File: src/design/axi_demux_pkg.sv
package axi_demux_pkg;

    localparam int OUTPUT_NUM = 3;

    localparam int ID_WIDTH   = 4;
    localparam int ADDR_WIDTH = 16;
    localparam int DATA_WIDTH = 32;

    localparam int AX_FIFO_LEN = 4;
    localparam int W_FIFO_LEN  = 4;

    // Inclusive ID ranges, one per port except the last
    localparam int unsigned ID_LO [OUTPUT_NUM-1] = '{0, 4};
    localparam int unsigned ID_HI [OUTPUT_NUM-1] = '{3, 7};

    typedef logic [ID_WIDTH-1:0]             id_t;
    typedef logic [ADDR_WIDTH-1:0]           addr_t;
    typedef logic [DATA_WIDTH-1:0]           data_t;
    typedef logic [DATA_WIDTH/8-1:0]         strb_t;
    typedef logic [7:0]                      burst_len_t;
    typedef logic [$clog2(OUTPUT_NUM)-1:0]   port_sel_t;

    // Shared by AW and AR
    typedef struct packed {
        id_t        id;
        addr_t      addr;
        burst_len_t len;
        logic [2:0] size;
        logic [1:0] burst;
    } ax_chan_t;

    typedef struct packed {
        data_t data;
        strb_t strb;
        logic  last;
    } w_chan_t;

    typedef struct packed {
        id_t id;
    } b_chan_t;

    typedef struct packed {
        id_t   id;
        data_t data;
        logic  last;
    } r_chan_t;

    // First matching range wins, anything else goes to the last port
    function automatic port_sel_t port_of_id(id_t id);
        port_sel_t sel;
        logic      found;
        sel   = port_sel_t'(OUTPUT_NUM - 1);
        found = 1'b0;
        for (int i = 0; i < OUTPUT_NUM - 1; i++) begin
            if (!found && (32'(id) >= ID_LO[i]) && (32'(id) <= ID_HI[i])) begin
                sel   = port_sel_t'(i);
                found = 1'b1;
            end
        end
        return sel;
    endfunction

endpackage

File: src/design/stream_fifo.sv
`timescale 1ns/10ps

module stream_fifo #(
    parameter int DATA_WIDTH = 32,
    parameter int FIFO_LEN   = 4
) (
    input  logic                  ACLK,
    input  logic                  ARESETn,

    input  logic [DATA_WIDTH-1:0] data_i,
    input  logic                  valid_i,
    output logic                  ready_o,

    output logic [DATA_WIDTH-1:0] data_o,
    output logic                  valid_o,
    input  logic                  ready_i
);

    localparam int PTR_W = (FIFO_LEN > 1) ? $clog2(FIFO_LEN) : 1;
    localparam int CNT_W = $clog2(FIFO_LEN + 1);

    logic [DATA_WIDTH-1:0] mem [FIFO_LEN];
    logic [PTR_W-1:0]      wr_ptr;
    logic [PTR_W-1:0]      rd_ptr;
    logic [CNT_W-1:0]      count;
    logic                  push;
    logic                  pop;

    function automatic logic [PTR_W-1:0] next_ptr(logic [PTR_W-1:0] ptr);
        return (ptr == PTR_W'(FIFO_LEN - 1)) ? '0 : ptr + 1'b1;
    endfunction

    // Input side only looks at the fill level
    assign ready_o = (count != CNT_W'(FIFO_LEN));
    assign valid_o = (count != '0);
    assign push    = valid_i && ready_o;
    assign pop     = valid_o && ready_i;
    assign data_o  = mem[rd_ptr];

    always_ff @(posedge ACLK) begin
        if (push) begin
            mem[wr_ptr] <= data_i;
        end
    end

    always_ff @(posedge ACLK or negedge ARESETn) begin
        if (!ARESETn) begin
            wr_ptr <= '0;
            rd_ptr <= '0;
            count  <= '0;
        end else begin
            if (push) begin
                wr_ptr <= next_ptr(wr_ptr);
            end
            if (pop) begin
                rd_ptr <= next_ptr(rd_ptr);
            end
            if (push && !pop) begin
                count <= count + 1'b1;
            end else if (pop && !push) begin
                count <= count - 1'b1;
            end
        end
    end

endmodule

File: src/design/stream_arbiter.sv
`timescale 1ns/10ps

module stream_arbiter #(
    parameter int DATA_WIDTH = 4
) (
    input  logic                                 ACLK,
    input  logic                                 ARESETn,

    input  logic [DATA_WIDTH-1:0]                data_i [axi_demux_pkg::OUTPUT_NUM],
    input  logic [axi_demux_pkg::OUTPUT_NUM-1:0] valid_i,
    output logic [axi_demux_pkg::OUTPUT_NUM-1:0] ready_o,

    output logic [DATA_WIDTH-1:0]                data_o,
    output logic                                 valid_o,
    input  logic                                 ready_i
);

    import axi_demux_pkg::*;

    port_sel_t rr_ptr;
    port_sel_t grant_q;
    logic      locked;
    port_sel_t pick;
    port_sel_t cand;
    logic      found;
    port_sel_t sel;

    function automatic port_sel_t wrap_add(port_sel_t base, int off);
        int sum;
        sum = int'(base) + off;
        if (sum >= OUTPUT_NUM) begin
            sum = sum - OUTPUT_NUM;
        end
        return port_sel_t'(sum);
    endfunction

    // Search starts one past the last winner
    always_comb begin
        pick  = rr_ptr;
        cand  = rr_ptr;
        found = 1'b0;
        for (int off = 1; off <= OUTPUT_NUM; off++) begin
            cand = wrap_add(rr_ptr, off);
            if (!found && valid_i[cand]) begin
                pick  = cand;
                found = 1'b1;
            end
        end
    end

    assign sel     = locked ? grant_q : pick;
    assign valid_o = locked ? valid_i[grant_q] : found;
    assign data_o  = data_i[sel];

    always_comb begin
        ready_o      = '0;
        ready_o[sel] = ready_i;
    end

    always_ff @(posedge ACLK or negedge ARESETn) begin
        if (!ARESETn) begin
            rr_ptr  <= port_sel_t'(OUTPUT_NUM - 1);
            grant_q <= '0;
            locked  <= 1'b0;
        end else if (valid_o) begin
            if (ready_i) begin
                locked <= 1'b0;
                rr_ptr <= sel;
            end else begin
                // Stalled, keep the same winner
                locked  <= 1'b1;
                grant_q <= sel;
            end
        end
    end

endmodule

File: src/design/write_router.sv
`timescale 1ns/10ps

module write_router (
    input  logic                                 ACLK,
    input  logic                                 ARESETn,

    input  axi_demux_pkg::ax_chan_t              aw_i,
    input  logic                                 aw_valid_i,
    output logic                                 aw_ready_o,

    input  axi_demux_pkg::w_chan_t               w_i,
    input  logic                                 w_valid_i,
    output logic                                 w_ready_o,

    output axi_demux_pkg::ax_chan_t              aw_o [axi_demux_pkg::OUTPUT_NUM],
    output logic [axi_demux_pkg::OUTPUT_NUM-1:0] aw_valid_o,
    input  logic [axi_demux_pkg::OUTPUT_NUM-1:0] aw_ready_i,

    output axi_demux_pkg::w_chan_t               w_o [axi_demux_pkg::OUTPUT_NUM],
    output logic [axi_demux_pkg::OUTPUT_NUM-1:0] w_valid_o,
    input  logic [axi_demux_pkg::OUTPUT_NUM-1:0] w_ready_i
);

    import axi_demux_pkg::*;

    typedef enum logic {
        ST_WAIT_ADDR,
        ST_PASS_DATA
    } state_t;

    state_t    state;
    port_sel_t sel_q;
    port_sel_t aw_sel;
    logic      w_last_seen;
    logic      w_open;
    logic      aw_xfer;
    logic      w_xfer;

    assign aw_sel = port_of_id(aw_i.id);

    // Before the AW goes out, W may only run ahead within the head burst
    assign w_open = (state == ST_PASS_DATA) || (aw_valid_i && !w_last_seen);

    always_comb begin
        aw_valid_o = '0;
        w_valid_o  = '0;
        aw_ready_o = 1'b0;
        w_ready_o  = 1'b0;
        // Payload fans out to every port, only valid is steered
        for (int i = 0; i < OUTPUT_NUM; i++) begin
            aw_o[i] = aw_i;
            w_o[i]  = w_i;
        end
        if (state == ST_WAIT_ADDR) begin
            aw_valid_o[aw_sel] = aw_valid_i;
            aw_ready_o         = aw_ready_i[aw_sel];
            w_valid_o[aw_sel]  = w_valid_i && w_open;
            w_ready_o          = w_ready_i[aw_sel] && w_open;
        end else begin
            w_valid_o[sel_q] = w_valid_i;
            w_ready_o        = w_ready_i[sel_q];
        end
    end

    assign aw_xfer = aw_valid_i && aw_ready_o;
    assign w_xfer  = w_valid_i && w_ready_o;

    always_ff @(posedge ACLK or negedge ARESETn) begin
        if (!ARESETn) begin
            state       <= ST_WAIT_ADDR;
            sel_q       <= '0;
            w_last_seen <= 1'b0;
        end else begin
            case (state)
                ST_WAIT_ADDR: begin
                    if (aw_xfer) begin
                        sel_q       <= aw_sel;
                        w_last_seen <= 1'b0;
                        // Burst already complete when its last beat went first
                        if (!w_last_seen && !(w_xfer && w_i.last)) begin
                            state <= ST_PASS_DATA;
                        end
                    end else if (w_xfer && w_i.last) begin
                        w_last_seen <= 1'b1;
                    end
                end
                ST_PASS_DATA: begin
                    if (w_xfer && w_i.last) begin
                        state <= ST_WAIT_ADDR;
                    end
                end
                default: begin
                    state <= ST_WAIT_ADDR;
                end
            endcase
        end
    end

endmodule

File: src/design/axi_demux.sv
`timescale 1ns/10ps

module axi_demux (
    input  logic                                 ACLK,
    input  logic                                 ARESETn,

    // Manager side
    input  axi_demux_pkg::ax_chan_t              s_aw_i,
    input  logic                                 s_aw_valid_i,
    output logic                                 s_aw_ready_o,

    input  axi_demux_pkg::w_chan_t               s_w_i,
    input  logic                                 s_w_valid_i,
    output logic                                 s_w_ready_o,

    output axi_demux_pkg::b_chan_t               s_b_o,
    output logic                                 s_b_valid_o,
    input  logic                                 s_b_ready_i,

    input  axi_demux_pkg::ax_chan_t              s_ar_i,
    input  logic                                 s_ar_valid_i,
    output logic                                 s_ar_ready_o,

    output axi_demux_pkg::r_chan_t               s_r_o,
    output logic                                 s_r_valid_o,
    input  logic                                 s_r_ready_i,

    // Downstream ports
    output axi_demux_pkg::ax_chan_t              m_aw_o [axi_demux_pkg::OUTPUT_NUM],
    output logic [axi_demux_pkg::OUTPUT_NUM-1:0] m_aw_valid_o,
    input  logic [axi_demux_pkg::OUTPUT_NUM-1:0] m_aw_ready_i,

    output axi_demux_pkg::w_chan_t               m_w_o [axi_demux_pkg::OUTPUT_NUM],
    output logic [axi_demux_pkg::OUTPUT_NUM-1:0] m_w_valid_o,
    input  logic [axi_demux_pkg::OUTPUT_NUM-1:0] m_w_ready_i,

    input  axi_demux_pkg::b_chan_t               m_b_i [axi_demux_pkg::OUTPUT_NUM],
    input  logic [axi_demux_pkg::OUTPUT_NUM-1:0] m_b_valid_i,
    output logic [axi_demux_pkg::OUTPUT_NUM-1:0] m_b_ready_o,

    output axi_demux_pkg::ax_chan_t              m_ar_o [axi_demux_pkg::OUTPUT_NUM],
    output logic [axi_demux_pkg::OUTPUT_NUM-1:0] m_ar_valid_o,
    input  logic [axi_demux_pkg::OUTPUT_NUM-1:0] m_ar_ready_i,

    input  axi_demux_pkg::r_chan_t               m_r_i [axi_demux_pkg::OUTPUT_NUM],
    input  logic [axi_demux_pkg::OUTPUT_NUM-1:0] m_r_valid_i,
    output logic [axi_demux_pkg::OUTPUT_NUM-1:0] m_r_ready_o
);

    import axi_demux_pkg::*;

    ax_chan_t  aw_q;
    logic      aw_q_valid;
    logic      aw_q_ready;
    w_chan_t   w_q;
    logic      w_q_valid;
    logic      w_q_ready;
    ax_chan_t  ar_q;
    logic      ar_q_valid;
    logic      ar_q_ready;
    port_sel_t ar_sel;

    stream_fifo #(
        .DATA_WIDTH($bits(ax_chan_t)),
        .FIFO_LEN  (AX_FIFO_LEN)
    ) i_fifo_aw (
        .ACLK   (ACLK),
        .ARESETn(ARESETn),
        .data_i (s_aw_i),
        .valid_i(s_aw_valid_i),
        .ready_o(s_aw_ready_o),
        .data_o (aw_q),
        .valid_o(aw_q_valid),
        .ready_i(aw_q_ready)
    );

    stream_fifo #(
        .DATA_WIDTH($bits(w_chan_t)),
        .FIFO_LEN  (W_FIFO_LEN)
    ) i_fifo_w (
        .ACLK   (ACLK),
        .ARESETn(ARESETn),
        .data_i (s_w_i),
        .valid_i(s_w_valid_i),
        .ready_o(s_w_ready_o),
        .data_o (w_q),
        .valid_o(w_q_valid),
        .ready_i(w_q_ready)
    );

    stream_fifo #(
        .DATA_WIDTH($bits(ax_chan_t)),
        .FIFO_LEN  (AX_FIFO_LEN)
    ) i_fifo_ar (
        .ACLK   (ACLK),
        .ARESETn(ARESETn),
        .data_i (s_ar_i),
        .valid_i(s_ar_valid_i),
        .ready_o(s_ar_ready_o),
        .data_o (ar_q),
        .valid_o(ar_q_valid),
        .ready_i(ar_q_ready)
    );

    write_router i_write_router (
        .ACLK      (ACLK),
        .ARESETn   (ARESETn),
        .aw_i      (aw_q),
        .aw_valid_i(aw_q_valid),
        .aw_ready_o(aw_q_ready),
        .w_i       (w_q),
        .w_valid_i (w_q_valid),
        .w_ready_o (w_q_ready),
        .aw_o      (m_aw_o),
        .aw_valid_o(m_aw_valid_o),
        .aw_ready_i(m_aw_ready_i),
        .w_o       (m_w_o),
        .w_valid_o (m_w_valid_o),
        .w_ready_i (m_w_ready_i)
    );

    // Reads need no held state, each request goes out on its own
    assign ar_sel     = port_of_id(ar_q.id);
    assign ar_q_ready = m_ar_ready_i[ar_sel];

    always_comb begin
        m_ar_valid_o         = '0;
        m_ar_valid_o[ar_sel] = ar_q_valid;
        for (int i = 0; i < OUTPUT_NUM; i++) begin
            m_ar_o[i] = ar_q;
        end
    end

    stream_arbiter #(
        .DATA_WIDTH($bits(b_chan_t))
    ) arb_b (
        .ACLK   (ACLK),
        .ARESETn(ARESETn),
        .data_i (m_b_i),
        .valid_i(m_b_valid_i),
        .ready_o(m_b_ready_o),
        .data_o (s_b_o),
        .valid_o(s_b_valid_o),
        .ready_i(s_b_ready_i)
    );

    stream_arbiter #(
        .DATA_WIDTH($bits(r_chan_t))
    ) arb_r (
        .ACLK   (ACLK),
        .ARESETn(ARESETn),
        .data_i (m_r_i),
        .valid_i(m_r_valid_i),
        .ready_o(m_r_ready_o),
        .data_o (s_r_o),
        .valid_o(s_r_valid_o),
        .ready_i(s_r_ready_i)
    );

endmodule

File: config.mk
export PLATFORM = sky130hd
export DESIGN_NAME = axi_demux
export DESIGN_NICKNAME = d
export VERILOG_FILES = /design/src/design/axi_demux_pkg.sv /design/src/design/stream_fifo.sv /design/src/design/stream_arbiter.sv /design/src/design/write_router.sv /design/src/design/axi_demux.sv
export SDC_FILE = /design/constraint.sdc
export NUM_CORES = 1
export LEC_CHECK = 0
export BUFFER_PORTS_ARGS = -buffer_cell sky130_fd_sc_hd__buf_2
export CORE_AREA = 2 2 240 242
export CTS_BUF_LIST = sky130_fd_sc_hd__clkbuf_4 sky130_fd_sc_hd__clkbuf_8 sky130_fd_sc_hd__clkbuf_16
export DETAILED_ROUTE_END_ITERATION = 6
export DIE_AREA = 0 0 242 244
export GPL_TIMING_DRIVEN = 0
export HOLD_SLACK_MARGIN = 0.15
export PLACE_DENSITY_LB_ADDON = 0.05
export SLEW_MARGIN = 25
export SYNTH_ARGS = -nofsm -noshare
export SYNTH_HDL_FRONTEND = slang
export SYNTH_SLANG_ARGS = --single-unit
File: constraint.sdc
create_clock -name ACLK -period 4.3 [get_ports ACLK]
set_input_delay 0.43 -clock ACLK [delete_from_list [all_inputs] [get_ports ACLK]]
set_output_delay 0.43 -clock ACLK [all_outputs]
set_load 0.03 [all_outputs]
==> metrics <==
outcome=complete, no violations; Syn-to-layout area delta=35.10%; commonest non-fill, non-tap cell in the layout=buf_2; Worst path max stage delay=540 ps; number of global-route vias before repair=12640; hold crit path type=in -> reg; Final setup violation count=0; Final Net Count=2190; Synth Cell Area=19850 um2; Worst Tran Pin Value=956.7 ps; Req. time, crit path=3870 ps; total core area=56170 um2; register area=13250 um2; count of pins over their slew limit=0; Mapped Avg Cell Area=17.55 um2; WHS=218.6 ps; sequential area share after synthesis=66.74%; initial antenna violation count=5; Post-synth EDFFs=412; Die X=242 um; H-Tree Depth=2; Clk Tree Root Cell=clkbuf_16; cell accounting for the most synthesized area=edfxtp_1; Placer Congestion=0.8427; drt wl/cell=18.11 um; Global Route Usage Sum=16.18%; Main synth FF type=edfxtp_1; Ys Warns=0; multi-input logic area=4813 um2; clock buffer count from CTS=50; Arr. time, crit path=3630 ps; Crit-path slowest cell=dfstp_2; CP bufs+invs=4; post-route ant nets=0; post-DP HPWL=34820 um; Hold Violations, Final=0; Synth Register Bits=447; crit start category=register; fillcell total=5065; FMAX=246.0 MHz; CTS Buffer Depth=3; largest net degree at the start of global routing=38; ranking of synthesized cells by area=edfxtp_1, mux4_2, buf_4; drt initial violations=475; count of cell types in the netlist=60; CTS clk-pin slew, worst paths=50 ps; total die area=59050 um2; Cells after Synth=1131; first-pass GRT wire length=74360 um; post-layout util=47.75%; DRC=0; TritonCTS clock tree=yes; commonest non-fill, non-tap cells in the layout=buf_2, edfxtp_1, buf_4; vias per std cell=4.527; critical path class=reg -> out; Vias=12280; GRT overflow=0; max cap viols=0; CP cell instances=inv_1 -> ha_1 -> clkbuf_1 -> nand4b_1 -> o21ai_0 -> a221oi_2 -> a21oi_2 -> clkbuf_4 -> mux2i_1 -> o2bb2ai_1 -> buf_2; Fin Setup TNS=0 ps; PortBufs=616; Pre-Repair DR Iteration Count=4; RSZ-0062 raised after global routing=no; Top Ports=618; Tmin final=4065 ps; Clock Sinks=447; Synth async-reset ratio=7.830%; fin crit share=94.53%; Post-Syn Nets=1406; die height=244 um; slew margin rel.=36.22%; std cell rows=87; worst-skew pair later-pin latency=580 ps; area share of the largest cell type after synthesis=62.32%; crit-path max FO=10; fraction of layout cells with a size suffix above 1=54.63%; Fin Clk Skew=22.64 ps; CP endpoint kind=output pin; Crit path max-delay family=buffers and inverters; DRT Wirelength=49140 um; Initial Util=35.34%
## cell usage after synthesis, drive strengths merged, types with 10 or more instances
cell and n:
a21oi 10, and3 15, buf 227, clkbuf 21
dfrtp 33, edfxtp 412, ha 24, inv 24
mux2 16, mux2i 51, mux4 103, nand2 28
nor2 24, nor3 10, o21ai 13, o2bb2ai 38
## tightest hold or removal path, cell delays in order
cell and delay [ps]:
buf_2 110, nand2_1 110, mux2i_1 80
## cells by family after synthesis
family | Yosys count | share of synthesized area [%]
mux | 170 | 15.16
buf+inv | 272 | 9.239
flops | 447 | 66.74
simple gates | 115 | 2.994
fa+ha+maj | 27 | 1.815
xor+xnor | 9 | 0.3971
compound gates | 91 | 3.649
## path summary, 6_finish.rpt
| kind | slack (ps) | startpoint | cells after the start | end |
|---|---|---|---|---|
| hold reg to reg | 500 | i_fifo_ar.count[2]$_DFFE_PN0P_ | 1 | i_fifo_ar.count[2]$_DFFE_PN0P_ |
| min in group asynchronous | 550 | ARESETn | 2 | i_fifo_ar.count[0]$_DFFE_PN0P_ |
| setup / recovery | 240 | arb_r.rr_ptr[1]$_DFFE_PN1P_ | 11 | s_r_o[32] |
| hold / removal | 220 | s_b_ready_i | 3 | arb_b.rr_ptr[0]$_DFFE_PN0P_ |
| setup reg to reg | 840 | i_fifo_ar.rd_ptr[0]$_DFFE_PN0P_ | 10 | i_fifo_ar.count[2]$_DFFE_PN0P_ |
| max in group asynchronous | 3170 | ARESETn | 2 | i_fifo_w.wr_ptr[0]$_DFFE_PN0P_ |
## registers in the layout (all words and copies together) (netlist names), 3 cells and up
signal and cells:
i_fifo_ar.count 3, i_fifo_ar.mem 132, i_fifo_aw.count 3, i_fifo_aw.mem 132, i_fifo_w.count 3, i_fifo_w.mem 148
## metal layers
metal	track usage [%]	routed length (um)
met5	0	35
met4	3.450	725
met3	3.534	2447
met2	28.81	25770
met1	20.23	20160
## timing repair
item                                   CTS  global route
gates resized for setup                  1             3
hold buffers                           105             0
endpoints found under the hold margin  446             0
gates cloned                             0             0
setup endpoints to repair                1            33
setup buffers                            0             3
pin swaps                                1             2
## through the flow
stage               cells  area [um2]  setup slack, ps
detailed placement   2511       24090            580.0
global placement     2503       23880            651.8
floorplan            1131       19850            963.7
finish               2713       26820            235.1
global route         2713       26820            16.57
CTS                  2708       26780            58.77
## area by class of cell
| type | instances | share of cell area, % |
|---|---|---|
| Sequential cell | 447 | 49.40 |
| Clock buffer | 59 | 5.047 |
| Antenna cell | 2 | 0.01866 |
| Buffer | 248 | 6.521 |
| Inverter | 24 | 0.3359 |
| Clock inverter | 33 | 1.054 |
| Multi-Input combinational cell | 412 | 17.95 |
| Timing Repair Buffer | 732 | 16.15 |
| Tap cell | 756 | 3.527 |
Power is not shown: default switching activity piles up to over one toggle a cycle in this logic, so the estimate is an artifact.
